[src/hw/flash_ctrl_pkg.sv]
package flash_ctrl_pkg;

    typedef logic [23:0] flash_addr_t;
    typedef logic [31:0] flash_word_t;
    typedef logic [7:0]  flash_opcode_t;
    typedef logic [63:0] frame_bits_t;   // left aligned, sent msb first
    typedef logic [6:0]  bit_count_t;    // 0..64

    // serial nor command set, single bit spi
    localparam flash_opcode_t OP_READ_ID      = 8'h90;
    localparam flash_opcode_t OP_WREN         = 8'h06;
    localparam flash_opcode_t OP_READ         = 8'h03;
    localparam flash_opcode_t OP_PROGRAM      = 8'h02;
    localparam flash_opcode_t OP_SECTOR_ERASE = 8'h20;
    localparam flash_opcode_t OP_READ_STATUS  = 8'h05;

    localparam int STATUS_WIP_BIT = 0;   // write in progress

    // frame lengths in bits
    localparam bit_count_t LEN_OPCODE  = 7'd8;
    localparam bit_count_t LEN_CMD     = 7'd32;   // opcode + address
    localparam bit_count_t LEN_CMD_DAT = 7'd64;   // opcode + address + word
    localparam bit_count_t LEN_ID      = 7'd16;
    localparam bit_count_t LEN_WORD    = 7'd32;
    localparam bit_count_t LEN_STATUS  = 7'd8;

    typedef enum logic [2:0] {
        ST_IDLE,
        ST_WREN,
        ST_COMMAND,
        ST_POLL,
        ST_DONE
    } op_state_t;

    typedef enum logic [1:0] {
        PWR_ID,
        PWR_WREN,
        PWR_FINISHED
    } pwr_state_t;

endpackage

[src/hw/power_up_sequencer.sv]
`timescale 1ns/1ps

module power_up_sequencer
    import flash_ctrl_pkg::*;
(
    input  logic        i_clk,
    input  logic        i_reset,
    output logic        req,
    output frame_bits_t tx_bits,
    output bit_count_t  tx_len,
    output bit_count_t  rx_len,
    input  logic        done,
    output logic        active
);

    pwr_state_t state;

    always_ff @(posedge i_clk) begin
        if (i_reset) begin
            state  <= PWR_ID;
            req    <= 1'b0;
            active <= 1'b0;
        end else begin
            case (state)
                PWR_ID: begin
                    active <= 1'b1;
                    if (done) begin
                        req   <= 1'b0;   // id bits are dropped
                        state <= PWR_WREN;
                    end else begin
                        req <= 1'b1;
                    end
                end
                PWR_WREN: begin
                    if (done) begin
                        req    <= 1'b0;
                        active <= 1'b0;
                        state  <= PWR_FINISHED;
                    end else begin
                        req <= 1'b1;
                    end
                end
                default: req <= 1'b0;
            endcase
        end
    end

    always_comb begin
        tx_bits = {OP_WREN, 56'd0};
        tx_len  = LEN_OPCODE;
        rx_len  = '0;
        if (state == PWR_ID) begin
            tx_bits = {OP_READ_ID, 24'd0, 32'd0};   // opcode + zero address
            tx_len  = LEN_CMD;
            rx_len  = LEN_ID;
        end
    end

endmodule

[src/hw/flash_op_sequencer.sv]
`timescale 1ns/1ps

module flash_op_sequencer
    import flash_ctrl_pkg::*;
(
    input  logic        i_clk,
    input  logic        i_reset,
    input  logic        start,
    input  flash_addr_t addr,
    input  flash_word_t wdata,
    input  logic        write,
    input  logic        erase,
    input  logic        hold,
    output logic        req,
    output frame_bits_t tx_bits,
    output bit_count_t  tx_len,
    output bit_count_t  rx_len,
    input  logic        done,
    input  flash_word_t rx_data,
    output flash_word_t rdata,
    output logic        valid,
    output logic        busy
);

    op_state_t     state;
    flash_addr_t   cmd_addr;
    flash_word_t   cmd_data;
    flash_opcode_t cmd_op;
    logic          accept;
    logic          is_read;

    assign accept  = (state == ST_IDLE) & start & ~hold;
    assign is_read = (cmd_op == OP_READ);

    assign busy  = (state != ST_IDLE);
    assign valid = (state == ST_DONE);

    always_ff @(posedge i_clk) begin
        if (i_reset) begin
            state <= ST_IDLE;
            req   <= 1'b0;
        end else begin
            case (state)
                ST_IDLE: begin
                    if (accept) begin
                        state <= (write || erase) ? ST_WREN : ST_COMMAND;
                    end
                end
                ST_WREN: begin
                    if (done) begin
                        req   <= 1'b0;
                        state <= ST_COMMAND;
                    end else begin
                        req <= 1'b1;
                    end
                end
                ST_COMMAND: begin
                    if (done) begin
                        req   <= 1'b0;
                        state <= is_read ? ST_DONE : ST_POLL;
                    end else begin
                        req <= 1'b1;
                    end
                end
                ST_POLL: begin
                    // still busy: req drops for a cycle, then a fresh status frame
                    if (done) begin
                        req <= 1'b0;
                        if (!rx_data[STATUS_WIP_BIT]) begin
                            state <= ST_DONE;
                        end
                    end else begin
                        req <= 1'b1;
                    end
                end
                ST_DONE: state <= ST_IDLE;
                default: state <= ST_IDLE;
            endcase
        end
    end

    always_ff @(posedge i_clk) begin
        if (accept) begin
            cmd_addr <= addr;
            cmd_data <= wdata;
            if (erase) begin
                cmd_op <= OP_SECTOR_ERASE;
            end else if (write) begin
                cmd_op <= OP_PROGRAM;
            end else begin
                cmd_op <= OP_READ;
            end
        end
        if (state == ST_COMMAND && done && is_read) begin
            rdata <= rx_data;
        end
    end

    always_comb begin
        tx_bits = '0;
        tx_len  = '0;
        rx_len  = '0;
        case (state)
            ST_WREN: begin
                tx_bits = {OP_WREN, 56'd0};
                tx_len  = LEN_OPCODE;
            end
            ST_COMMAND: begin
                tx_bits = {cmd_op, cmd_addr, cmd_data};   // data goes out for program only
                tx_len  = (cmd_op == OP_PROGRAM) ? LEN_CMD_DAT : LEN_CMD;
                rx_len  = is_read ? LEN_WORD : 7'd0;
            end
            ST_POLL: begin
                tx_bits = {OP_READ_STATUS, 56'd0};
                tx_len  = LEN_OPCODE;
                rx_len  = LEN_STATUS;
            end
            default: begin
                tx_bits = '0;
            end
        endcase
    end

endmodule

[src/hw/frame_arbiter.sv]
`timescale 1ns/1ps

module frame_arbiter
    import flash_ctrl_pkg::*;
(
    input  logic        i_clk,
    input  logic        i_reset,
    input  logic        pwr_req,
    input  frame_bits_t pwr_tx_bits,
    input  bit_count_t  pwr_tx_len,
    input  bit_count_t  pwr_rx_len,
    output logic        pwr_done,
    input  logic        op_req,
    input  frame_bits_t op_tx_bits,
    input  bit_count_t  op_tx_len,
    input  bit_count_t  op_rx_len,
    output logic        op_done,
    output logic        eng_req,
    output frame_bits_t eng_tx_bits,
    output bit_count_t  eng_tx_len,
    output bit_count_t  eng_rx_len,
    input  logic        eng_done
);

    logic locked;
    logic owner_op;   // 1 = operation sequencer holds the engine
    logic sel_op;

    // power-up wins when both ask in the same cycle
    assign sel_op = locked ? owner_op : ~pwr_req;

    always_ff @(posedge i_clk) begin
        if (i_reset) begin
            locked   <= 1'b0;
            owner_op <= 1'b0;
        end else if (eng_done) begin
            locked <= 1'b0;
        end else if (!locked && eng_req) begin
            locked   <= 1'b1;
            owner_op <= sel_op;
        end
    end

    assign eng_req     = sel_op ? op_req     : pwr_req;
    assign eng_tx_bits = sel_op ? op_tx_bits : pwr_tx_bits;
    assign eng_tx_len  = sel_op ? op_tx_len  : pwr_tx_len;
    assign eng_rx_len  = sel_op ? op_rx_len  : pwr_rx_len;

    assign pwr_done = eng_done & locked & ~owner_op;
    assign op_done  = eng_done & locked & owner_op;

endmodule

[src/hw/spi_frame_engine.sv]
`timescale 1ns/1ps

module spi_frame_engine
    import flash_ctrl_pkg::*;
#(
    parameter int CLK_DIV = 2
) (
    input  logic        i_clk,
    input  logic        i_reset,
    input  logic        req,
    input  frame_bits_t tx_bits,
    input  bit_count_t  tx_len,
    input  bit_count_t  rx_len,
    output logic        done,
    output flash_word_t rx_data,
    output logic        flash_cs,
    output logic        flash_sck,
    output logic        flash_mosi,
    input  logic        flash_miso
);

    localparam int DIV_W = (CLK_DIV > 1) ? $clog2(CLK_DIV) : 1;

    typedef enum logic [2:0] {
        ENG_IDLE,
        ENG_SETUP,   // cs setup before first edge
        ENG_SHIFT,
        ENG_HOLD,    // sck low, cs still asserted
        ENG_GAP      // cs high between frames
    } eng_state_t;

    eng_state_t       state;
    logic [DIV_W-1:0] div_cnt;
    logic             half_tick;
    logic             sck_int;
    bit_count_t       bit_cnt;     // rising edges so far
    bit_count_t       frame_len;
    frame_bits_t      tx_shift;
    logic             sample;

    assign half_tick = (div_cnt == DIV_W'(CLK_DIV - 1));
    assign frame_len = bit_count_t'(tx_len + rx_len);

    // flash_sck still low here, it rises on this clock edge
    assign sample = sck_int & ~flash_sck & (bit_cnt > tx_len);

    always_ff @(posedge i_clk) begin
        if (i_reset) begin
            div_cnt <= '0;
        end else if (state == ENG_IDLE || half_tick) begin
            div_cnt <= '0;
        end else begin
            div_cnt <= div_cnt + 1'b1;
        end
    end

    always_ff @(posedge i_clk) begin
        if (i_reset) begin
            state     <= ENG_IDLE;
            flash_cs  <= 1'b1;
            sck_int   <= 1'b0;
            flash_sck <= 1'b0;
            bit_cnt   <= '0;
            done      <= 1'b0;
        end else begin
            flash_sck <= sck_int;   // one clock behind, matches mosi delay
            done      <= 1'b0;
            case (state)
                ENG_IDLE: begin
                    if (req) begin
                        bit_cnt <= '0;
                        state   <= ENG_SETUP;
                    end
                end
                ENG_SETUP: begin
                    if (half_tick) begin
                        flash_cs <= 1'b0;
                        state    <= ENG_SHIFT;
                    end
                end
                ENG_SHIFT: begin
                    if (half_tick) begin
                        sck_int <= ~sck_int;
                        if (!sck_int) begin
                            bit_cnt <= bit_cnt + 1'b1;
                        end else if (bit_cnt == frame_len) begin
                            state <= ENG_HOLD;   // last falling edge
                        end
                    end
                end
                ENG_HOLD: begin
                    if (half_tick) begin
                        flash_cs <= 1'b1;
                        done     <= 1'b1;
                        state    <= ENG_GAP;
                    end
                end
                ENG_GAP: begin
                    if (half_tick) begin
                        state <= ENG_IDLE;
                    end
                end
                default: state <= ENG_IDLE;
            endcase
        end
    end

    always_ff @(posedge i_clk) begin
        flash_mosi <= tx_shift[$bits(frame_bits_t)-1];
        if (state == ENG_IDLE && req) begin
            tx_shift <= tx_bits;
            rx_data  <= '0;
        end else begin
            if (state == ENG_SHIFT && half_tick && sck_int) begin
                tx_shift <= tx_shift << 1;   // next bit on falling sck
            end
            if (sample) begin
                rx_data <= {rx_data[$bits(flash_word_t)-2:0], flash_miso};
            end
        end
    end

endmodule

[src/hw/flash_ctrl_top.sv]
`timescale 1ns/1ps

module flash_ctrl_top
    import flash_ctrl_pkg::*;
#(
    parameter int CLK_DIV = 2   // clocks per sck half period
) (
    input  logic        i_clk,
    input  logic        i_reset,
    input  logic        start,
    input  flash_addr_t addr,
    input  flash_word_t wdata,
    input  logic        write,
    input  logic        erase,
    output flash_word_t rdata,
    output logic        valid,
    output logic        busy,
    output logic        flash_cs,
    output logic        flash_sck,
    output logic        flash_mosi,
    input  logic        flash_miso
);

    logic        pwr_req;
    frame_bits_t pwr_tx_bits;
    bit_count_t  pwr_tx_len;
    bit_count_t  pwr_rx_len;
    logic        pwr_done;
    logic        pwr_active;

    logic        op_req;
    frame_bits_t op_tx_bits;
    bit_count_t  op_tx_len;
    bit_count_t  op_rx_len;
    logic        op_done;
    logic        op_busy;

    logic        eng_req;
    frame_bits_t eng_tx_bits;
    bit_count_t  eng_tx_len;
    bit_count_t  eng_rx_len;
    logic        eng_done;
    flash_word_t eng_rx_data;

    assign busy = pwr_active | op_busy;

    power_up_sequencer u_pwr (
        .i_clk   (i_clk),
        .i_reset (i_reset),
        .req     (pwr_req),
        .tx_bits (pwr_tx_bits),
        .tx_len  (pwr_tx_len),
        .rx_len  (pwr_rx_len),
        .done    (pwr_done),
        .active  (pwr_active)
    );

    flash_op_sequencer u_op (
        .i_clk   (i_clk),
        .i_reset (i_reset),
        .start   (start),
        .addr    (addr),
        .wdata   (wdata),
        .write   (write),
        .erase   (erase),
        .hold    (pwr_active),      // no user commands until power-up is over
        .req     (op_req),
        .tx_bits (op_tx_bits),
        .tx_len  (op_tx_len),
        .rx_len  (op_rx_len),
        .done    (op_done),
        .rx_data (eng_rx_data),
        .rdata   (rdata),
        .valid   (valid),
        .busy    (op_busy)
    );

    frame_arbiter u_arb (
        .i_clk       (i_clk),
        .i_reset     (i_reset),
        .pwr_req     (pwr_req),
        .pwr_tx_bits (pwr_tx_bits),
        .pwr_tx_len  (pwr_tx_len),
        .pwr_rx_len  (pwr_rx_len),
        .pwr_done    (pwr_done),
        .op_req      (op_req),
        .op_tx_bits  (op_tx_bits),
        .op_tx_len   (op_tx_len),
        .op_rx_len   (op_rx_len),
        .op_done     (op_done),
        .eng_req     (eng_req),
        .eng_tx_bits (eng_tx_bits),
        .eng_tx_len  (eng_tx_len),
        .eng_rx_len  (eng_rx_len),
        .eng_done    (eng_done)
    );

    spi_frame_engine #(
        .CLK_DIV (CLK_DIV)
    ) u_eng (
        .i_clk      (i_clk),
        .i_reset    (i_reset),
        .req        (eng_req),
        .tx_bits    (eng_tx_bits),
        .tx_len     (eng_tx_len),
        .rx_len     (eng_rx_len),
        .done       (eng_done),
        .rx_data    (eng_rx_data),
        .flash_cs   (flash_cs),
        .flash_sck  (flash_sck),
        .flash_mosi (flash_mosi),
        .flash_miso (flash_miso)
    );

endmodule

[config.mk]
export PLATFORM = sky130hd
export DESIGN_NAME = flash_ctrl_top
export DESIGN_NICKNAME = d
export VERILOG_FILES = /design/src/hw/flash_ctrl_pkg.sv /design/src/hw/power_up_sequencer.sv /design/src/hw/flash_op_sequencer.sv /design/src/hw/frame_arbiter.sv /design/src/hw/spi_frame_engine.sv /design/src/hw/flash_ctrl_top.sv
export SDC_FILE = /design/constraint.sdc
export NUM_CORES = 1
export LEC_CHECK = 0
export ABC_AREA = 1
export ABC_CLOCK_PERIOD_IN_PS = 6700
export BUFFER_PORTS_ARGS = -buffer_cell sky130_fd_sc_hd__buf_2
export CORE_MARGIN = 5
export CORE_UTILIZATION = 50
export CTS_BUF_LIST = sky130_fd_sc_hd__clkbuf_8
export DETAILED_ROUTE_END_ITERATION = 10
export PLACE_DENSITY = 0.68
export SYNTH_ARGS = -nofsm -noshare
export SYNTH_HDL_FRONTEND = slang
export SYNTH_SLANG_ARGS = --single-unit
export TNS_END_PERCENT = 10
[constraint.sdc]
create_clock -name i_clk -period 6.7 [get_ports i_clk]
set_input_delay 0 -clock i_clk [delete_from_list [all_inputs] [get_ports i_clk]]
set_output_delay 0 -clock i_clk [all_outputs]
set_load 0.05 [all_outputs]
==> results.json <==
{
  "drv.max_cap_violation_count": 0,
  "regToRegStartpoint": "u_op.state[0]",
  "clock-skew-final_ns": 0.0259,
  "gr-usage-all-layers_pct": 15.7,
  "p_per_area_nw_per_um2": 370,
  "synthesis.area_per_instance_um2": 11.3,
  "post-place-ws_ns": 3.92,
  "drt_first_pass_iters": 5,
  "fp-row-count": 46,
  "numClockSinks": 213,
  "grt_first_pass_wirelength_mm": 25.5,
  "antenna_cells_inserted": 0,
  "end_kind": "register",
  "switching_fraction_of_total_power_pct": 30.9,
  "cts_repair_resize_count": 0,
  "first_global_vias": 5403,
  "maxUsedRoutingLayer": "met4",
  "intPower_mw": 2.57,
  "area_of_the_die_um2": 19100,
  "postSynthCellCount": 725,
  "ys_warn_count": 0,
  "rsz_0062_raised_after_global_routing": "no",
  "arrival_time_at_the_worst_endpoint_ns": 3.28,
  "routed-via-count": 5552,
  "post-layout-total-power_mw": 3.72,
  "timing_max_transition_violations_final": 0,
  "final_util_pct": 62.8,
  "tritoncts": "yes",
  "grt_max_degree": 102,
  "setup_violations": 0,
  "power_frac_comb_pct": 23.0,
  "hold_path_depth": 6,
  "final.setup.tns_ns": 0,
  "clk_pin_slew_ns": 0.06,
  "timing.critical_path.required_ns": 7.17,
  "hold_start": "start",
  "finish.cell_count_without_fillers": 1128,
  "met2_length_mm": 7.05,
  "whs_endpoint": "u_op.state[2]",
  "pwr-share-seq_pct": 52.0,
  "finalWorstPathRequiredPeriod_ns": 2.81,
  "dpl-instance-area_um2": 8890,
  "timing.final.crit_share_pct": 41.9,
  "syn-cell-area_um2": 8220,
  "ant_nets": 0,
  "worstSetupPathType": "reg2reg",
  "drt_wl_total_mm": 15.2,
  "dp_cells": 1013,
  "finalHoldViolCount": 0,
  "p_leak_nw": 3.83,
  "timing.final.ws_setup_ns": 3.89,
  "post_drt_wl_per_cell_um": 13.4,
  "count_of_state_elements_after_synthesis": 213,
  "m1WireLength_mm": 6.84,
  "worst_slew_pin_slew_ns": 0.865,
  "die_extent_in_y_um": 138,
  "antenna_found_initial": 0,
  "cts.root.buffer_cell": "clkbuf_8",
  "seq_area_frac_synth_pct": 70.8,
  "outcome": "finished, final reports clean",
  "crit_path_start_kind": "register",
  "clock_tree.buffer_depth": 3,
  "globalRouteOverflowTotal": 0,
  "worstSkewPairLatency_ns": 0.56,
  "area_growth_syn_to_layout_pct": 22.3,
  "worst-path-max-fanout": 64,
  "max_slew_margin_pct": 42.3,
  "synth.lib_cells_used.distinct": 34,
  "fmaxAchievable_mhz": 356,
  "r2r-end": "u_eng.rx_data[17]",
  "route.detailed.drc": 0,
  "setup.reg_to_reg.worst_slack_ns": 3.89,
  "cts_htree_levels": 1,
  "dp.final_hpwl_mm": 9.16,
  "timing.reg2reg.worst_path_depth": 10,
  "dieWidth_um": 138,
  "core_region_area_um2": 16000,
  "final.hold.worst_slack_ns": 0.0319,
  "initial_core_util_pct": 51.4,
  "avgViaCountPerCell": 4.92,
  "final_layout_size_suffix_gt1_share_pct": 17.4,
  "power_switching_mw": 1.15,
  "place.port_buffers": 98,
  "place.gp.congestion": 0.838,
  "clock_power_share_pct": 25.0,
  "cts_inserted_buffers": 31,
  "met3WireLength_um": 851,
  "num_io_pins": 99,
  "max-vdd-ir-drop_uv": 186,
  "detailed_router_s_first_iteration_violation_count": 378,
  "synth_fp_nets": 795,
  "final_nets": 960,
  "worstHoldPathType": "in2reg",
  "post-route-cell-area_um2": 10100
}
[layout by cell type (no fill, tap or decap), types with 2 or more instances in the layout]
cell             n
a211oi_1         2
a21oi_1         47
a31oi_1          2
buf_2           98
buf_4            6
clkbuf_8        35
clkinv_1         6
clkinv_2         3
dfxtp_1         58
dlygate4sd3_1   60
edfxtp_1       155
ha_1             8
inv_1           85
nand2_1        161
nand3_1         19
nand4_1          3
nor2_1          36
nor2_2           2
nor2_4           2
nor3_1           9
o21ai_0         35
o21ai_1         57
or2_4            2
xnor2_1          2
xor2_1           3
[repair_timing]
action | 4_1_cts | 5_1_grt
setup buffers | 0 | 0
hold buffers | 60 | 0
hold endpoints to repair | 76 | 0
[Yosys cell counts]
cell,count,share of area (%)
nand4_1,3,0.23
a21oi_4,1,0.20
o211ai_1,1,0.091
a211oi_1,2,0.18
a21oi_1,47,2.9
a21oi_2,1,0.11
inv_1,75,3.4
nand3_1,19,1.2
a31oi_1,2,0.15
edfxtp_1,155,57
nor3_1,9,0.55
o21ai_1,57,3.5
nand3b_1,1,0.091
a211oi_2,1,0.15
nand2_1,161,7.4
inv_2,1,0.046
nor2_2,2,0.15
or2_4,2,0.21
a311oi_1,1,0.11
o22ai_1,1,0.076
o31ai_2,1,0.15
nor2_1,38,1.7
maj3_1,1,0.12
buf_4,7,0.64
dfxtp_1,58,14
o311ai_4,1,0.32
xnor2_1,2,0.21
buf_2,17,1.0
o22ai_2,1,0.15
ha_1,8,1.2
nand2_2,2,0.15
clkbuf_1,8,0.37
o21ai_0,36,2.2
xor2_1,3,0.32
[area by class of cell]
type | instances | area (µm²)
multi-input cells | 404 | 1980
repair buffers | 164 | 1140
well taps | 216 | 270
inverters | 76 | 285
flip-flops and latches | 213 | 5820
clock buffers | 35 | 482
clock inverters | 20 | 82.6
fillers | 1319 | 5950
[routing by layer]
| metal | GRT usage (%) | vias to the layer above |
|---|---|---|
| met5 | 0 | - |
| met4 | 5.20 | 0 |
| met3 | 3.48 | 33 |
| met2 | 25.5 | 159 |
| met1 | 21.0 | 2548 |
| li1 | - | 2812 |
[power by group through the flow]
stage          clock network [mW]  registers, mW  logic [mW]
2_1_floorplan                   0           1.97       0.661
3_3_place_gp                    0           1.95       0.799
3_5_place_dp                    0           1.96       0.838
4_1_cts                     0.955           1.94       0.865
5_1_grt                      1.01           1.96       0.983
6_report                    0.931           1.93       0.855
[worst max path at each step]
stage / from / endpoint / slack [ns] / cells past startpoint
floorplan: u_eng.state[0] / u_eng.tx_shift[0] / 0.87 / 5
global placement: u_arb.owner_op / u_eng.tx_shift[57] / 4.02 / 10
detailed placement: u_arb.owner_op / u_eng.tx_shift[57] / 3.92 / 10
CTS: u_arb.owner_op / u_eng.tx_shift[57] / 3.91 / 10
global route: u_op.state[0] / u_eng.rx_data[9] / 3.49 / 10
finish: u_op.state[0] / u_eng.rx_data[17] / 3.89 / 10
[cells by family (layout without fill, tap and decap cells)]
kind of cell | after synthesis | count (layout) | share of synthesized area, %
AOI/OAI and AO/OA | 153 | 153 | 10.2
xor gates and xnor gates | 5 | 5 | 0.533
adders and majority gates | 9 | 9 | 1.34
buffers and inverters | 108 | 295 | 5.51
DFF | 213 | 213 | 70.8
and+or+nand+nor | 237 | 237 | 11.6
[flip-flops by register name, summed over array words and instances (netlist names)]
| signal | flops |
|---|---|
| u_arb.locked | 1 |
| u_arb.owner_op | 1 |
| u_eng.bit_cnt | 7 |
| u_eng.div_cnt | 1 |
| u_eng.done | 1 |
| u_eng.flash_cs | 1 |
| u_eng.flash_mosi | 1 |
| u_eng.flash_sck | 1 |
| u_eng.rx_data | 32 |
| u_eng.sck_int | 1 |
| u_eng.state | 3 |
| u_eng.tx_shift | 64 |
| u_op.cmd_addr | 24 |
| u_op.cmd_data | 32 |
| u_op.cmd_op | 3 |
| u_op.rdata | 32 |
| u_op.req | 1 |
| u_op.state | 3 |
| u_pwr.active | 1 |
| u_pwr.req | 1 |
| u_pwr.state | 2 |
[critical path, cell delays in order (launching register included)]
cell and delay, ns:
dfxtp_1 0.37, inv_1 0.11, nor3_1 0.42, inv_1 0.10
a31oi_1 0.32, ha_1 0.18, nand4_1 0.15, o311ai_4 0.24
buf_4 0.49, o21ai_0 0.16, a21oi_1 0.16
Note: power is estimated with default switching activity, not from simulation.
